--- config.mk ---
export PLATFORM = sky130hd
export DESIGN_NAME = fir_adder_tree
export DESIGN_NICKNAME = d
export VERILOG_FILES = /design/src/verilog/fir_pkg.sv /design/src/verilog/fir_adder_tree.sv
export SDC_FILE = /design/constraint.sdc
export NUM_CORES = 1
export LEC_CHECK = 0
export BUFFER_PORTS_ARGS = -buffer_cell sky130_fd_sc_hd__buf_2
export CAP_MARGIN = 10
export CELL_PAD_IN_SITES_DETAIL_PLACEMENT = 0
export CELL_PAD_IN_SITES_GLOBAL_PLACEMENT = 1
export CORE_MARGIN = 2
export CORE_UTILIZATION = 35
export CTS_CLUSTER_SIZE = 16
export DETAILED_ROUTE_END_ITERATION = 12
export GPL_TIMING_DRIVEN = 0
export PLACE_DENSITY_LB_ADDON = 0.12
export SLEW_MARGIN = 10
export SYNTH_ARGS = -nofsm -noshare
export SYNTH_HDL_FRONTEND = slang
export SYNTH_SLANG_ARGS = --single-unit
--- constraint.sdc ---
create_clock -name clock -period 1.74 [get_ports clock]
set_input_delay 0.087 -clock clock [delete_from_list [all_inputs] [get_ports clock]]
set_output_delay 0.087 -clock clock [all_outputs]
set_load 0.03 [all_outputs]
--- src/verilog/fir_pkg.sv ---
//////////////////////////////////////////////////
// Datapath types shared by the FIR filter stages
//////////////////////////////////////////////////

package fir_pkg;

    // Input sample and coefficient widths
    localparam int SAMPLE_W = 16;
    localparam int COEFF_W  = 16;

    // A full product needs the sum of both operand widths
    localparam int PRODUCT_W = SAMPLE_W + COEFF_W;

    // Eight guard bits above the product width cover up to 256 taps
    localparam int ACC_W = 40;

    // Signed input sample as it arrives on the input stream
    typedef logic signed [SAMPLE_W-1:0] sample_t;

    // Signed coefficient as stored in the coefficient bank
    typedef logic signed [COEFF_W-1:0] coeff_t;

    // Full-precision product of one tap
    typedef logic signed [PRODUCT_W-1:0] product_t;

    // Sum over all taps, which leaves on the output stream
    typedef logic signed [ACC_W-1:0] acc_t;

endpackage

--- src/verilog/fir_adder_tree.sv ---
//////////////////////////////////////////////////
// Output stage that sums the tap products and owns the pipeline advance
//////////////////////////////////////////////////

module fir_adder_tree #(
    parameter int N_TAPS_MAX = 8
)(
    input  logic              clock,
    input  logic              arst_n,
    input  fir_pkg::product_t products [N_TAPS_MAX],
    input  logic              products_valid,
    output logic              advance,
    output logic              out_valid,
    input  logic              out_ready,
    output fir_pkg::acc_t     out_data
);
    import fir_pkg::*;

    acc_t sum;

    // Every stage moves when the output register is empty or being drained
    assign advance = !out_valid || out_ready;

    // Each product is sign-extended to full width before it is added
    always_comb begin
        sum = '0;
        for (int k = 0; k < N_TAPS_MAX; k++) begin
            sum = sum + acc_t'(products[k]);
        end
    end

    always_ff @(posedge clock or negedge arst_n) begin
        if (!arst_n) begin
            out_valid <= 1'b0;
        end else if (advance) begin
            out_valid <= products_valid;
        end
    end

    // Result stays put while the consumer holds out_ready low
    always_ff @(posedge clock) begin
        if (advance) begin
            out_data <= sum;
        end
    end

endmodule

After elaboration in Yosys (flattened, before gate mapping)
Index checks and enable logic that the tools add are counted.
{ "totals": {"in_bits": 260, "regBits": 41, "out_inout_bits": 42, "elab_cells": 11} }
{ "classes": {"add_sub_neg": 7, "n_reduce_logical": 2} }
{ "ops": {"columns": ["op", "n"], "rows": [
  ["adder 38 x 32 -> 39 bit", 1],
  ["adder 37 x 32 -> 38 bit", 1],
  ["adder 36 x 32 -> 37 bit", 1],
  ["adder 35 x 32 -> 36 bit", 1],
  ["adder 34 x 32 -> 35 bit", 1],
  ["adder 33 x 32 -> 34 bit", 1],
  ["adder 32 x 32 -> 33 bit", 1],
  ["logical NOT 1 bit", 1],
  ["logical OR 1 bit", 1]
]} }

Longest topological paths before layout
{ "logic_depth": {"ltp_word": 7, "mapped_depth": 18} }

Worst setup path after synthesis
No wires, ideal clock.
{ "synth_timing": {"path_type": "input to register", "start": "input products[98] (netlist bit)", "end": "register out_data[36] (data pin)", "n_path_buf": 0, "t_arrival_ns": 4.045, "cell_stages": 18, "setup_ns": 0.261, "setup_slack_ns": -2.566, "cell_sequence": "inv_1 > fa_1 > inv_1 > fa_1 > fa_1 > inv_1 > fa_1 > inv_1 > ha_1 > inv_1 > fa_1 > nor2b_1 > o211ai_1 > a21oi_1 > o21a_1 > a21o_1 > nand2_1 > o32a_1"} }
{ "synth_between": {"elab_chain_len": 4} }
{ "synth_lines": {"columns": ["element", "line", "text"], "rows": [
  ["start: declaration", "fir_adder_tree.sv:10", "input fir_pkg::product_t products [N_TAPS_MAX],"],
  ["adder 35 x 32 -> 36 bit", "fir_adder_tree.sv:28", "sum = sum + acc_t'(products[k]);"],
  ["adder 36 x 32 -> 37 bit", "fir_adder_tree.sv:28", null],
  ["adder 37 x 32 -> 38 bit", "fir_adder_tree.sv:28", null],
  ["adder 38 x 32 -> 39 bit", "fir_adder_tree.sv:28", null],
  ["via sum[36]", "fir_adder_tree.sv:19", "acc_t sum;"],
  ["end signal: assignment", "fir_adder_tree.sv:43", "out_data <= sum;"],
  ["end: declaration", "fir_adder_tree.sv:15", "output fir_pkg::acc_t out_data"]
]} }
The timed path passes the listed nets, and every way through them passes these cells.
A chain may end at the register's enable or synchronous reset.

Worst setup path in the final report
{ "layout_timing": {"start": "input products[91] (netlist bit)", "end": "register out_data[34] (data pin)"} }
{ "layout_between": {"elab_chain_len": 3} }
{ "layout_lines": {"columns": ["element", "line"], "rows": [
  ["adder 36 x 32 -> 37 bit", "fir_adder_tree.sv:28"],
  ["adder 37 x 32 -> 38 bit", "fir_adder_tree.sv:28"],
  ["adder 38 x 32 -> 39 bit", "fir_adder_tree.sv:28"],
  ["via sum[34]", "fir_adder_tree.sv:19"]
]} }
The timed path passes the listed nets, and every way through them passes these cells.

==> results.ini <==
[routing]
drt_iter0_markers=212
ant_nets=0
highest_layer=met4
wl_met1_mm=8.021
vias=6501
first_pass_iters=4
wl_met3_um=863
drc_errors=0
routedWlPerCell_um=12.25
routed_via_density=4.235
wl_mm=18.80
wl_met2_mm=9.633

[setup_path]
reg2reg_slack_ns=0.45
worst_path_max_delay_cell=fa_2
worstSetupStartpointType=input port
crit_required_ns=1.77
cp_cell_sequence=buf_6 -> inv_2 -> fa_1 -> inv_2 -> fa_2 -> fa_1 -> fa_1 -> ha_1 -> buf_6 -> a21o_1 -> a21o_1 -> a21o_1 -> or3_1 -> a21o_1 -> buf_6 -> a31oi_4 -> xnor2_2
cp_top_family=adder cells
r2r.worst_path.cells=1
critPathArrivalTime_ns=4.22
r2r_start=out_valid
critPathBufInv=5
path_class=in -> reg
max_stage_delay_ns=0.61
worstReg2RegEnd=out_data[21]
cp_common_cell=a21o_1
cp-end-kind=flop
cp_max_fo=3

[place]
port_buffers=301
dp_hpwl_mm=16.73
gp_congestion=0.7745
pre_cts_slack_ns=-3.051
placed_cells=1495

[timing]
slew_headroom_pct=60.01
period_share_pct=240.3
hold_viol=0
tightestPinTransition_ns=0.5995
layout_setup_ws_ns=-2.442
rsz0062_at_grt=yes
setup_violations=38
finClkSkew_ns=0.002698
fin_tns_setup_ns=-75.91
drv_slew=0
fmax_ghz=0.2391
fin_crit_ns=4.182

[hold_path]
hp-class=in -> async

[logic_synthesis]
synth_edf_count=39
ys_top_cells_by_count=inv_1, fa_1, edfxtp_1, ha_1, a21oi_1
dominantRegCellSynth=edfxtp_1
synth-seq-cells=40
yosysTopAreaCell=fa_1
yosys.cell_types.count=57
synthArstFlopShare_pct=2.500
syn_area_per_cell_um2=9.805
yosysMostFrequentCell=inv_1
yosysSeqAreaShare_pct=14.02
synth_top_cell_area_share_pct=46.00
syn_nets=1363
synth_area_um2=8531
synthCells=870
ys_warn_count=0
synth.area.top_cells=fa_1, inv_1, edfxtp_1

[cts]
htree_levels=2
ctsLongestPathBuffers=2
clk_latency_ns=0.29
numCtsBuffers=5
cts_tree=done
cts.sinks=40
clk_pin_slew_ns=0.06
root_buffer=clkbuf_16

[final_layout]
fillers=2427
n_antenna_cell=0
fin_cells=1535
syn_to_final_growth_pct=36.27
nNetsFinal=1703
drive_gt1_share_pct=39.06

[global_route]
grt_usage_pct=15.52
grt_max_degree=42
antenna_found_initial=0
grt_pass1_vias=7144
grt_pass1_wl_mm=32.93
gr-total-overflow=0

[floorplanning]
die_h_um=160.1
row_count=57
die_w_um=160.1
die_area_um2=25640
ios=302
core_um2=24110
start_util_pct=35.39

[flow_run]
max_cap_violations=0

[run_status]
status=finished, violations left
violations=setup timing

## placed cells by master (no fill, tap or decap), types with 5 or more instances in the layout
master,n
a21o_1,16
inv_1,319
buf_2,290
edfxtp_1,39
xnor2_1,20
a21oi_1,18
o21ai_0,9
a21oi_2,11
nor2_1,16
buf_6,23
inv_2,33
nand2_1,16
a21oi_4,6
o21bai_1,5
nand2b_1,5
o21ai_2,8
xor2_1,6
ha_4,15
fa_1,193
ha_1,18
nor2b_1,8
nand2_2,5
buf_4,22
nand3_1,7
clkbuf_16,5
## layer usage
layer | vias up | GRT usage [%]
met3 | 13 | 1.636
li1 | 3204 | -
met4 | 0 | 2.867
met1 | 3106 | 20.30
met5 | - | 0
met2 | 178 | 28.12
## through the flow
stage	hold WS [ns]	utilization, %	cell area [um2]
final	0.1085	48.22	11620
after global routing	0.1033	48.22	11620
after CTS	0.09971	46.75	11270
after detailed placement	-0.1367	43.92	10590
after global placement	-0.1381	43.92	10590
after floorplan	-0.2086	-	8676
## state kept, by name, indices dropped and copies added (netlist names)
signal	cells
out_data	39
out_valid	1
## area by class of cell
type	count	area, um2	share of cell area [%]
multi-input cells	465	6510	56.00
repair buffers	335	1891	16.26
inverters	356	1361	11.71
flip-flops and latches	40	1196	10.29
well taps	324	405.4	3.487
clock buffers	5	125.1	1.076
clock inverters	3	90.09	0.7749
plain buffers	7	46.29	0.3982
## kinds of logic after synthesis
kind of cell | count (synthesis) | synth area share [%]
muxes | 1 | 0.1173
and+or+nand+nor | 89 | 5.383
adders and majority gates | 233 | 51.42
DFF | 40 | 14.02
AOI/OAI and AO/OA | 112 | 9.725
buffers and inverters | 365 | 16.25
xor gates and xnor gates | 30 | 3.080
## what timing repair did
| action | in CTS | in global routing |
|---|---|---|
| cloned | 0 | 0 |
| resized for setup | 73 | 83 |
| endpoints found under the setup margin | 39 | 38 |
| hold buffers | 2 | 0 |
| endpoints found under the hold margin | 2 | 0 |
| setup buffers | 19 | 14 |
| pin swaps | 49 | 76 |
## worst max path at each step
stage	startpoint	end	cells past startpoint
floorplan	products[66]	out_data[36]	18
global placement	products[66]	out_data[38]	19
detailed placement	products[66]	out_data[38]	19
CTS	products[67]	out_data[37]	17
global route	products[91]	out_data[34]	17
finish	products[91]	out_data[34]	17
Power is not shown: default switching activity piles up to over one toggle a cycle in this logic, so the estimate is an artifact.
