==> src/verilog/fir_pkg.sv <==
//////////////////////////////////////////////////
// Datapath types shared by the FIR filter stages
//////////////////////////////////////////////////

package fir_pkg;

    // Input sample and coefficient widths
    localparam int SAMPLE_W = 16;
    localparam int COEFF_W  = 16;

    // A full product needs the sum of both operand widths
    localparam int PRODUCT_W = SAMPLE_W + COEFF_W;

    // Eight guard bits above the product width cover up to 256 taps
    localparam int ACC_W = 40;

    // Signed input sample as it arrives on the input stream
    typedef logic signed [SAMPLE_W-1:0] sample_t;

    // Signed coefficient as stored in the coefficient bank
    typedef logic signed [COEFF_W-1:0] coeff_t;

    // Full-precision product of one tap
    typedef logic signed [PRODUCT_W-1:0] product_t;

    // Sum over all taps, which leaves on the output stream
    typedef logic signed [ACC_W-1:0] acc_t;

endpackage

==> src/verilog/fir_cfg_pkg.sv <==
//////////////////////////////////////////////////
// Register map and limits of the FIR configuration port
//////////////////////////////////////////////////

package fir_cfg_pkg;

    // Address and data of one configuration write
    typedef logic [7:0]  cfg_addr_t;
    typedef logic [15:0] cfg_data_t;

    // Tap index and active tap count
    typedef logic [7:0] tap_idx_t;

    // Register addresses
    localparam cfg_addr_t ADDR_N_TAPS   = 8'd0;
    localparam cfg_addr_t ADDR_TAP_BASE = 8'd16;

    // Smallest tap count accepted on a write and the largest delay line supported
    localparam int TAP_COUNT_MIN = 1;
    localparam int TAP_COUNT_MAX = 64;

    // Width of a coefficient index for a bank of n taps
    function automatic int idx_width(input int n);
        return (n > 1) ? $clog2(n) : 1;
    endfunction

endpackage

==> src/verilog/tap_cfg_if.sv <==
//////////////////////////////////////////////////
// Coefficient writes and tap count, register block to multiplier
//////////////////////////////////////////////////

interface tap_cfg_if #(
    parameter int N_TAPS_MAX = 8
);
    import fir_pkg::*;
    import fir_cfg_pkg::*;

    localparam int IDX_W = idx_width(N_TAPS_MAX);

    // One-cycle strobe with the coefficient that goes into the bank
    logic             tap_write;
    logic [IDX_W-1:0] tap_idx;
    coeff_t           tap_data;

    // Active tap count, held as a level
    tap_idx_t         n_taps;

    modport source (
        output tap_write,
        output tap_idx,
        output tap_data,
        output n_taps
    );

    modport sink (
        input tap_write,
        input tap_idx,
        input tap_data,
        input n_taps
    );

endinterface

==> src/verilog/fir_cfg_regs.sv <==
//////////////////////////////////////////////////
// Decodes configuration writes into tap count and coefficient strobes
//////////////////////////////////////////////////

module fir_cfg_regs #(
    parameter int N_TAPS_MAX = 8
)(
    input  logic                   clock,
    input  logic                   arst_n,
    input  logic                   cfg_write,
    input  fir_cfg_pkg::cfg_addr_t cfg_addr,
    input  fir_cfg_pkg::cfg_data_t cfg_wdata,
    tap_cfg_if.source              tap_cfg
);
    import fir_pkg::*;
    import fir_cfg_pkg::*;

    localparam int IDX_W = idx_width(N_TAPS_MAX);

    // Tap count used after reset and as the clamp value
    localparam tap_idx_t N_TAPS_TOP =
        tap_idx_t'((N_TAPS_MAX < TAP_COUNT_MAX) ? N_TAPS_MAX : TAP_COUNT_MAX);

    cfg_addr_t tap_offset;
    logic      hit_n_taps;
    logic      hit_tap;

    assign tap_offset = cfg_addr - ADDR_TAP_BASE;
    assign hit_n_taps = cfg_write && (cfg_addr == ADDR_N_TAPS);
    assign hit_tap    = cfg_write && (cfg_addr >= ADDR_TAP_BASE)
                        && (tap_offset < N_TAPS_MAX);

    // Zero is ignored, anything above the delay line length is clamped
    always_ff @(posedge clock or negedge arst_n) begin
        if (!arst_n) begin
            tap_cfg.n_taps <= N_TAPS_TOP;
        end else if (hit_n_taps && (cfg_wdata >= TAP_COUNT_MIN)) begin
            if (cfg_wdata > N_TAPS_TOP) begin
                tap_cfg.n_taps <= N_TAPS_TOP;
            end else begin
                tap_cfg.n_taps <= tap_idx_t'(cfg_wdata);
            end
        end
    end

    always_ff @(posedge clock or negedge arst_n) begin
        if (!arst_n) begin
            tap_cfg.tap_write <= 1'b0;
        end else begin
            tap_cfg.tap_write <= hit_tap;
        end
    end

    // Index and value only matter while the strobe is high
    always_ff @(posedge clock) begin
        if (hit_tap) begin
            tap_cfg.tap_idx  <= tap_offset[IDX_W-1:0];
            tap_cfg.tap_data <= coeff_t'(cfg_wdata);
        end
    end

endmodule

==> src/flat_wrapper.sv <==
// flat-port wrapper written by rule: the top's interface ports become plain ports
module fir_cfg_regs_flat import fir_pkg::*; import fir_cfg_pkg::*;
#(
    parameter int N_TAPS_MAX = 8
)
  (clock, arst_n, cfg_write, cfg_addr, cfg_wdata, tap_cfg_tap_write, tap_cfg_tap_idx, tap_cfg_tap_data, tap_cfg_n_taps);
  tap_cfg_if #(.N_TAPS_MAX(N_TAPS_MAX)) tap_cfg_i ();
  input  logic clock;
  input  logic arst_n;
  input  logic cfg_write;
  input  fir_cfg_pkg::cfg_addr_t cfg_addr;
  input  fir_cfg_pkg::cfg_data_t cfg_wdata;
  output wire logic [$bits(tap_cfg_i.tap_write)-1:0] tap_cfg_tap_write;
  output wire logic [$bits(tap_cfg_i.tap_idx)-1:0] tap_cfg_tap_idx;
  output wire logic [$bits(tap_cfg_i.tap_data)-1:0] tap_cfg_tap_data;
  output wire logic [$bits(tap_cfg_i.n_taps)-1:0] tap_cfg_n_taps;
  assign tap_cfg_tap_write = tap_cfg_i.tap_write;
  assign tap_cfg_tap_idx = tap_cfg_i.tap_idx;
  assign tap_cfg_tap_data = tap_cfg_i.tap_data;
  assign tap_cfg_n_taps = tap_cfg_i.n_taps;
  fir_cfg_regs #(.N_TAPS_MAX(N_TAPS_MAX)) u_core (.clock(clock), .arst_n(arst_n), .cfg_write(cfg_write), .cfg_addr(cfg_addr), .cfg_wdata(cfg_wdata), .tap_cfg(tap_cfg_i));
endmodule
==> config.mk <==
export PLATFORM = sky130hd
export DESIGN_NAME = fir_cfg_regs_flat
export DESIGN_NICKNAME = d
export VERILOG_FILES = /design/src/verilog/fir_pkg.sv /design/src/verilog/fir_cfg_pkg.sv /design/src/verilog/tap_cfg_if.sv /design/src/verilog/fir_cfg_regs.sv /design/src/flat_wrapper.sv
export SDC_FILE = /design/constraint.sdc
export NUM_CORES = 1
export LEC_CHECK = 0
export ABC_AREA = 0
export ABC_CLOCK_PERIOD_IN_PS = 800
export BUFFER_PORTS_ARGS = -buffer_cell sky130_fd_sc_hd__buf_2
export CORE_UTILIZATION = 30
export DETAILED_ROUTE_END_ITERATION = 7
export GPL_TIMING_DRIVEN = 0
export PLACE_DENSITY_LB_ADDON = 0.25
export SETUP_SLACK_MARGIN = 0.3
export SYNTH_ARGS = -nofsm -noshare
export SYNTH_HDL_FRONTEND = slang
export SYNTH_SLANG_ARGS = --single-unit
==> constraint.sdc <==
create_clock -name clock -period 0.8 [get_ports clock]
set_input_delay 0.16 -clock clock [delete_from_list [all_inputs] [get_ports clock]]
set_output_delay 0.16 -clock clock [all_outputs]
set_load 0.02 [all_outputs]
Word level (Yosys, flattened, before mapping)
Cells that the tools add are included.
{"block": "totals", "output_inout_bits": 28, "wordCells": 15, "register_bits": 28, "input_bits": 27}
{"block": "classes", "addsub": 1, "mux": 1, "reduce_logical": 5, "n_lt_le_gt_ge": 4}
{"op": "$ge 16x1->1 const B", "count": 1}
{"op": "$gt 16x4->1 const B", "count": 1}
{"op": "$ge 8x5->1 const B", "count": 1}
{"op": "$logic_not 8->1", "count": 1}
{"op": "$lt 8x4->1 const B", "count": 1}
{"op": "$mux 8", "count": 1}
{"op": "$sub 8x5->8 const B", "count": 1}
{"op": "$logic_and 1x1->1", "count": 4}

Longest topological paths before layout
Gate-level depths: netlist of run 1.
{"block": "depth", "ltp_word": 3, "ltp_mapped": 4, "mapped_depth_nobuf": 4}

Least setup slack after synthesis of run 1
Ideal clock, no wire load.
{"block": "synth_timing", "path_type": "input to register", "from": "input port cfg_wdata[5]", "to": "register u_core.tap_cfg.n_taps[0]", "n_path_buf": 0, "arrival_time_ps": 1360, "slack_ps": -697, "setup_ps": 137, "path_stages": 4, "required_ps": 663, "path_cell_list": "or4_4 -> nor4_4 -> a21oi_2 -> mux2i_1"}
{"block": "synth_between", "elab_chain_cells": 2}
{"item": "start, declared", "line_no": "flat_wrapper.sv:12", "rtl": "input fir_cfg_pkg::cfg_data_t cfg_wdata;"}
{"item": "$gt 16x4->1 or $ge 16x1->1 (tied branches)", "line_no": "fir_cfg_regs.sv:38, fir_cfg_regs.sv:37"}
{"item": "$mux 8 or $logic_and 1x1->1 (tied branches)", "line_no": "fir_cfg_regs.sv:38, fir_cfg_regs.sv:37"}
{"item": "end signal, assigned", "line_no": "fir_cfg_regs.sv:41", "rtl": "tap_cfg.n_taps <= tap_idx_t'(cfg_wdata);"}
{"item": "end, declared", "line_no": "tap_cfg_if.sv:25", "rtl": "output n_taps"}
Parallel ways exist; a longest one is shown, timed or not.
A chain may end at the register's enable or synchronous reset.

Worst setup path after layout of run 1
{"block": "layout_timing", "from": "input port cfg_wdata[12]", "to": "register u_core.tap_cfg.n_taps[0]"}
Same word-level chain as after synthesis.

==> impl_metrics.csv, run 1 <==
group,metric,value,unit
outcome,status,"complete, but fails checks",
outcome,violations,"setup timing",
setup_path,crit_chain,"buf_6 -> or4_4 -> nor4_4 -> buf_4 -> nand2_2 -> mux2i_1",
final_layout,fin_area,0.00161,mm^2
final_layout,fillers,280,
route,num_vias,720,
timing,post-route-min-period,1.28,ns
pwr,ir_worst_vdd,0.772,mV
pwr,internal-power,1970,uW
synthesis,syn_nets,80,
grt,grt_max_degree,16,
timing,setup_ws,-0.476,ns
setup_path,cpMaxStageDelayCell,"or4_4",
setup_path,cp_max_fo,4,
die,core_area,0.00308,mm^2
setup_path,endpoint_kind,"register",
timing,worst_pin_slew,0.361,ns
route,drt_iter0_drc,8,
synthesis,syn_area,973,um^2
clock_tree,clock_sinks,28,
final_layout,final_nets,147,
pwr,pwr-share-seq,0.638,
synthesis,synthCells,53,
clock_tree,numCtsBuffers,3,
pwr,switching_share,0.207,
setup_path,critical_path.max_stage_delay,0.54,ns
grt,grt_pass1_vias,729,
route,via_per_inst,4.42,
placement,place_area,0.00133,mm^2
synthesis,synthXorXnorAreaFrac,0,
timing,setup_viol,55,
synthesis,muxShareOfSynthArea,0.0411,
final_layout,diodes,0,
job,drv_cap,0,
route,drt-pass1-iter-count,2,
synthesis,synth-seq-area-share,0.819,
timing,finClkSkew,0,ns
grt,grt_use_total,0.129,
synthesis,ys_async_sr_fraction,0.321,
final_layout,area_growth,64.9,%
pwr,powerDensity,1550,mW/mm^2
synthesis,ys_ff_latch,28,
synthesis,ys_warn_count,0,
clock_tree,cts-root-buf,"clkbuf_4",
synthesis,yosysUniqueCellTypes,15,
synthesis,ys_top_cells_by_count,"edfxtp_1, dfrtp_1, inv_1, mux2i_1, nor2b_1",
die,die_h,59.0,um
die,initial_core_util,0.316,
setup_path,worstPathRequired,1.05,ns
setup_path,critPathArrivalTime,1.53,ns
synthesis,synth-compound-area-share,0.00900,
clock_tree,clk_latency,0.31,ns
synthesis,yosys.area.top_type_share,0.586,
placement,place_ws,-0.984,ns
die,ios,55,
clock_tree,cts_buffer_depth,2,
pwr,p_leak,0.000689,uW
min_path,hold_path_class,"input pin to register",
timing,min_period_over_period,1.60,
route,wire_per_inst,13.4,um
clock_tree,cts_tree,"done",
placement,place_congestion,0.650,
setup_path,worst-setup-path-type,"input pin to register",
synthesis,synth-edff-count,19,
placement,portBuffers,54,
synthesis,synth_flop_cell,"edfxtp_1",
grt,antenna_found_initial,0,
synthesis,synth.avg_cell_area,18.4,um^2
synthesis,netlist.top_cell.by_area,"edfxtp_1",
die,dieWidth,59.0,um
timing,max_freq,784,MHz
synthesis,synth_most_common_cell,"edfxtp_1",
die,die-area,0.00348,mm^2
final_layout,drive_above_1_share,0.622,
synthesis,synthSimpleGateAreaFrac,0.116,
timing,rsz0062_at_grt,"true",
clock_tree,clk_pin_slew,0.15,ns
grt,grt_first_pass_wirelength,3240,um
route,drcViolationCount,0,
route,wirelength,2180,um
pwr,switchingPower,516,uW
pwr,combPwrFrac,0.094,
synthesis,synth_area_leaders,"edfxtp_1, dfrtp_1, mux2i_1",
clock_tree,cts_hold_buf,1,
clock_tree,h-tree-depth,1,
synthesis,synth_fa_ha_area_frac,0,
pwr,p_total,2490,uW
route,drtAntennaViolNets,0,
synthesis,synth_top_family_by_area,"simple AND/OR/NAND/NOR gates",
pwr,clockPowerShare,0.268,
grt,grt-ovfl-total,0,
timing,finalHoldViolations,0,
setup_path,start_kind,"input pin",
die,row_count,20,
timing,relSlewSlack,0.758,
timing,drv_slew,0,
## through the flow
stage           util  hold slack, ns  instances  TNS, ns
2_1_floorplan      -          -0.136         53   -10.73
3_3_place_gp   0.431          0.0148        151   -16.57
3_5_place_dp   0.431          0.0218        151   -17.55
4_1_cts        0.496          0.0110        163   -11.75
5_1_grt        0.522         -0.0228        163   -13.55
6_report       0.522         0.00934        163   -11.91
## cell families after synthesis
logic type      after synthesis
flops                        28
buf+inv                       4
simple gates                 16
compound gates                1
mux                           4
## layer usage
layer  vias up  track usage  routed length (um)
li1        334            -                   -
met1       350        0.156                 892
met2        34        0.214                1130
met3         2       0.0396                 147
met4         0       0.0510                   8
met5         -            0                   0
## critical path: cells and delay by family
family                 cells  cell delay, ns
buffers and inverters      2            0.29
muxes                      1            0.13
and+or+nand+nor            3            0.94
## cells in the final DEF (no fill, tap or decap)
cell           instances
dlygate4sd3_1          1
or4_4                  2
nor4_4                 2
nor3_1                 1
clkbuf_4               3
inv_1                  4
nor4_1                 1
nand2_1                1
mux2i_1                4
edfxtp_1              19
buf_6                 26
nor2b_1                4
buf_4                  3
dfrtp_1                8
buf_2                 29
nand3_1                1
or4_1                  1
a21oi_4                1
and3_4                 4
dfstp_2                1
clkbuf_8               1
nand2_2                2
## flip-flops by register name (all words and copies together) (netlist names)
| register | flops |
|---|---|
| u_core.tap_cfg.tap_data | 16 |
| u_core.tap_cfg.n_taps | 8 |
| u_core.tap_cfg.tap_idx | 3 |
| u_core.tap_cfg.tap_write | 1 |
## final timing paths
path / endpoint / cells past startpoint / start / slack [ns]
worst max-delay path: u_core.tap_cfg.n_taps[0]$_DFFE_PN0P_ / 6 / cfg_wdata[12] / -0.48
worst min register to register: u_core.tap_cfg.n_taps[3]$_DFFE_PN1P_ / 2 / u_core.tap_cfg.n_taps[3]$_DFFE_PN1P_ / 0.48
worst max register to register: u_core.tap_cfg.n_taps[3]$_DFFE_PN1P_ / 2 / u_core.tap_cfg.n_taps[3]$_DFFE_PN1P_ / 0.03
worst min-delay path: u_core.tap_cfg.tap_data[12]$_DFFE_PP_ / 1 / cfg_wdata[12] / 0.009
max in group asynchronous: u_core.tap_cfg.n_taps[3]$_DFFE_PN1P_ / 2 / arst_n / 0.35
min in group asynchronous: u_core.tap_cfg.n_taps[1]$_DFFE_PN0P_ / 2 / arst_n / 0.20
## timing repair
item,in CTS,in global routing
buffers inserted,4,0
gates cloned,3,0
setup endpoints to repair,56,56
pin swaps,5,4
hold endpoints to repair,9,8
gates resized for setup,28,25
## power groups by stage
| stage | combinational, uW | clock (uW) | sequential [uW] |
|---|---|---|---|
| CTS | 224 | 700 | 1590 |
| finish | 233 | 667 | 1590 |
| global placement | 171 | 0 | 1610 |
| global route | 252 | 761 | 1590 |
| detailed placement | 177 | 0 | 1610 |
| floorplan | 26.5 | 0 | 1640 |
## layout make-up
| type | instances | area, um^2 | area share |
|---|---|---|---|
| tap | 44 | 55.1 | 0.0343 |
| inverter | 4 | 15.0 | 0.00935 |
| sequential | 28 | 797 | 0.496 |
| timing repair buffer | 59 | 470 | 0.293 |
| clock buffer | 4 | 36.3 | 0.0226 |
| multi-input combinational | 24 | 231 | 0.144 |
Note: power is estimated with default switching activity, not from simulation.
==> run 2, diff against run 1 <==
- CORE_MARGIN: not set -> 2
==> run 2 against run 1 <==
Compared with the run above: the flow finishes with violations (hold timing, setup timing); register-to-register slack worse by 0.02 ns; total power up 9.4%; fmax down 0.62%; first-iteration DRC count rose to 3.3 times the previous value; combinational power about the same; clock skew unchanged; setup slack worse by 0.0080 ns; non-clock buffer count unchanged; flip-flop and latch count unchanged; final cell count unchanged.
==> impl_metrics.csv, run 2 (synthesis results as in run 1) <==
group,metric,value,unit
final_layout,multi_input_area,229,um^2
timing,fin_setup_tns,-12.00,ns
route,drt-pass1-iter-count,4,
timing,setup_viol,55,
timing,setup_ws,-0.484,ns
route,drcViolationCount,0,
route,drtAntennaViolNets,0,
timing,drv_slew,0,
timing,worst_hold_slack,-0.00236,ns
placement,dpl.hpwl,1380,um
die,die-area,0.00372,mm^2
pwr,p_leak,0.000698,uW
timing,rsz0062_at_grt,"true",
setup_path,crit_chain,"buf_6 -> or4_4 -> nor4_4 -> buf_4 -> nand2_1 -> mux2i_1",
grt,antenna_found_initial,0,
setup_path,worst-setup-path-type,"input pin to register",
clock_tree,clk_latency,0.32,ns
pwr,pwr-share-seq,0.583,
setup_path,r2r-end,"u_core.tap_cfg.n_taps[3]$_DFFE_PN1P_",
setup_path,r2r-start,"u_core.tap_cfg.n_taps[3]$_DFFE_PN1P_",
die,row_count,20,
pwr,p_total,2720,uW
clock_tree,cts_buffer_depth,2,
outcome,violations,"hold timing, setup timing",
setup_path,endpoint_kind,"register",
timing,relSlewSlack,0.762,
min_path,hold_end,"u_core.tap_cfg.tap_data[12]$_DFFE_PP_",
final_layout,largestRegisters,"u_core.tap_cfg.tap_data: 16 flops, u_core.tap_cfg.n_taps: 8 flops, u_core.tap_cfg.tap_idx: 3 flops",
clock_tree,clk_pin_slew,0.15,ns
pwr,internal-power,2200,uW
route,num_vias,721,
grt,grt-ovfl-total,0,
clock_tree,cts-root-buf,"clkbuf_4",
pwr,switchingPower,521,uW
grt,grt_max_degree,17,
timing,finalHoldViolations,1,
timing,min_period_over_period,1.61,
min_path,hold_path_class,"input pin to register",
final_layout,fillers,273,
setup_path,cpMaxStageDelayCell,"or4_4",
outcome,status,"complete, but fails checks",
setup_path,reg2reg_depth,2,
pwr,combPwrFrac,0.086,
min_path,min_from,"cfg_wdata[12]",
final_layout,final_common_cell,"buf_2",
timing,max_freq,779,MHz
clock_tree,clock_sinks,28,
timing,finClkSkew,0,ns
final_layout,diodes,0,
clock_tree,numCtsBuffers,3,
setup_path,worstPathRequired,1.05,ns
pwr,ir_worst_vdd,0.828,mV
clock_tree,h-tree-depth,1,
setup_path,critPathArrivalTime,1.53,ns
grt,grt_first_pass_wirelength,3260,um
clock_tree,cts_hold_buf,1,
final_layout,area_growth,67.0,%
final_layout,fin_area,0.00163,mm^2
setup_path,critical_path.max_stage_delay,0.54,ns
timing,worst_pin_slew,0.355,ns
route,wire_per_inst,13.7,um
job,drv_cap,0,
placement,dpl.cell_count,151,
setup_path,r2r_setup_slack,0.01,ns
final_layout,layout.cells.non_filler,163,
die,dieWidth,61.0,um
route,drt_iter0_drc,26,
final_layout,largest_reg_flops,16,
placement,place_congestion,0.622,
setup_path,start_kind,"input pin",
route,wirelength,2230,um
final_layout,final_cell_mix,"buf_2, buf_6, edfxtp_1",
die,initial_core_util,0.316,
die,ios,55,
pwr,powerDensity,1670,mW/mm^2
final_layout,drive_above_1_share,0.613,
pwr,clockPowerShare,0.331,
pwr,switching_share,0.191,
placement,place_area,0.00133,mm^2
final_layout,regMostFlops,"u_core.tap_cfg.tap_data",
min_path,hold_path_depth,1,
placement,portBuffers,54,
grt,grt_pass1_vias,735,
die,core_area,0.00308,mm^2
clock_tree,cts_tree,"done",
route,via_per_inst,4.42,
grt,grt_use_total,0.123,
timing,post-route-min-period,1.28,ns
final_layout,postLayoutCoreUtil,0.528,
final_layout,final_nets,147,
setup_path,cp_max_fo,4,
die,die_h,61.0,um
final_layout,seq_area,797,um^2
==> run 2: area by class of cell <==
cell class	count	share of cell area
well taps	44	0.0339
multi-input cells	24	0.141
clock inverters	1	0.0185
clock buffers	3	0.0139
repair buffers	59	0.293
flip-flops and latches	28	0.490
inverters	4	0.00924
==> run 2: metrics by stage <==
step | hold slack, ns | setup slack, ns
floorplan | -0.136 | -0.691
global route | -0.0280 | -0.523
global placement | 0.0144 | -0.954
detailed placement | 0.0206 | -0.980
CTS | -0.0112 | -0.481
finish | -0.00236 | -0.484
==> run 2: critical path, delay by kind of cell <==
kind                   cells  cell delay, ns
buffers and inverters      2            0.29
muxes                      1            0.13
and+or+nand+nor            3            0.96
==> run 2: what timing repair did <==
action,CTS,global route
resized for setup,27,26
pin swaps,7,3
endpoints found under the hold margin,12,6
buffers inserted,4,0
cloned,3,0
endpoints found under the setup margin,56,56
==> run 2: power by group through the flow <==
| stage | Sequential [uW] | Clock [uW] | Combinational, uW |
|---|---|---|---|
| final | 1590 | 900 | 235 |
| after detailed placement | 1610 | 0 | 178 |
| after global routing | 1590 | 986 | 252 |
| after floorplan | 1640 | 0 | 26.5 |
| after global placement | 1610 | 0 | 171 |
| after CTS | 1590 | 946 | 224 |
==> run 2: per-layer routing <==
layer  global-route usage  up-vias  share of wire
li1                     -      335              -
met1                0.148      344           0.42
met2                0.214       38           0.50
met3               0.0299        4          0.077
met4               0.0466        0         0.0099
met5                    0        -              0
==> run 2: how the worst max path moves through the flow <==
stage,start,end,slack [ns],cells past startpoint
floorplan,cfg_wdata[5],u_core.tap_cfg.n_taps[0]$_DFFE_PN0P_,-0.69,4
global placement,cfg_wdata[9],u_core.tap_cfg.n_taps[2]$_DFFE_PN0P_,-0.95,5
detailed placement,cfg_wdata[9],u_core.tap_cfg.n_taps[2]$_DFFE_PN0P_,-0.98,5
CTS,cfg_wdata[6],u_core.tap_cfg.n_taps[1]$_DFFE_PN0P_,-0.48,6
global route,cfg_wdata[12],u_core.tap_cfg.n_taps[2]$_DFFE_PN0P_,-0.52,6
finish,cfg_wdata[12],u_core.tap_cfg.n_taps[1]$_DFFE_PN0P_,-0.48,6
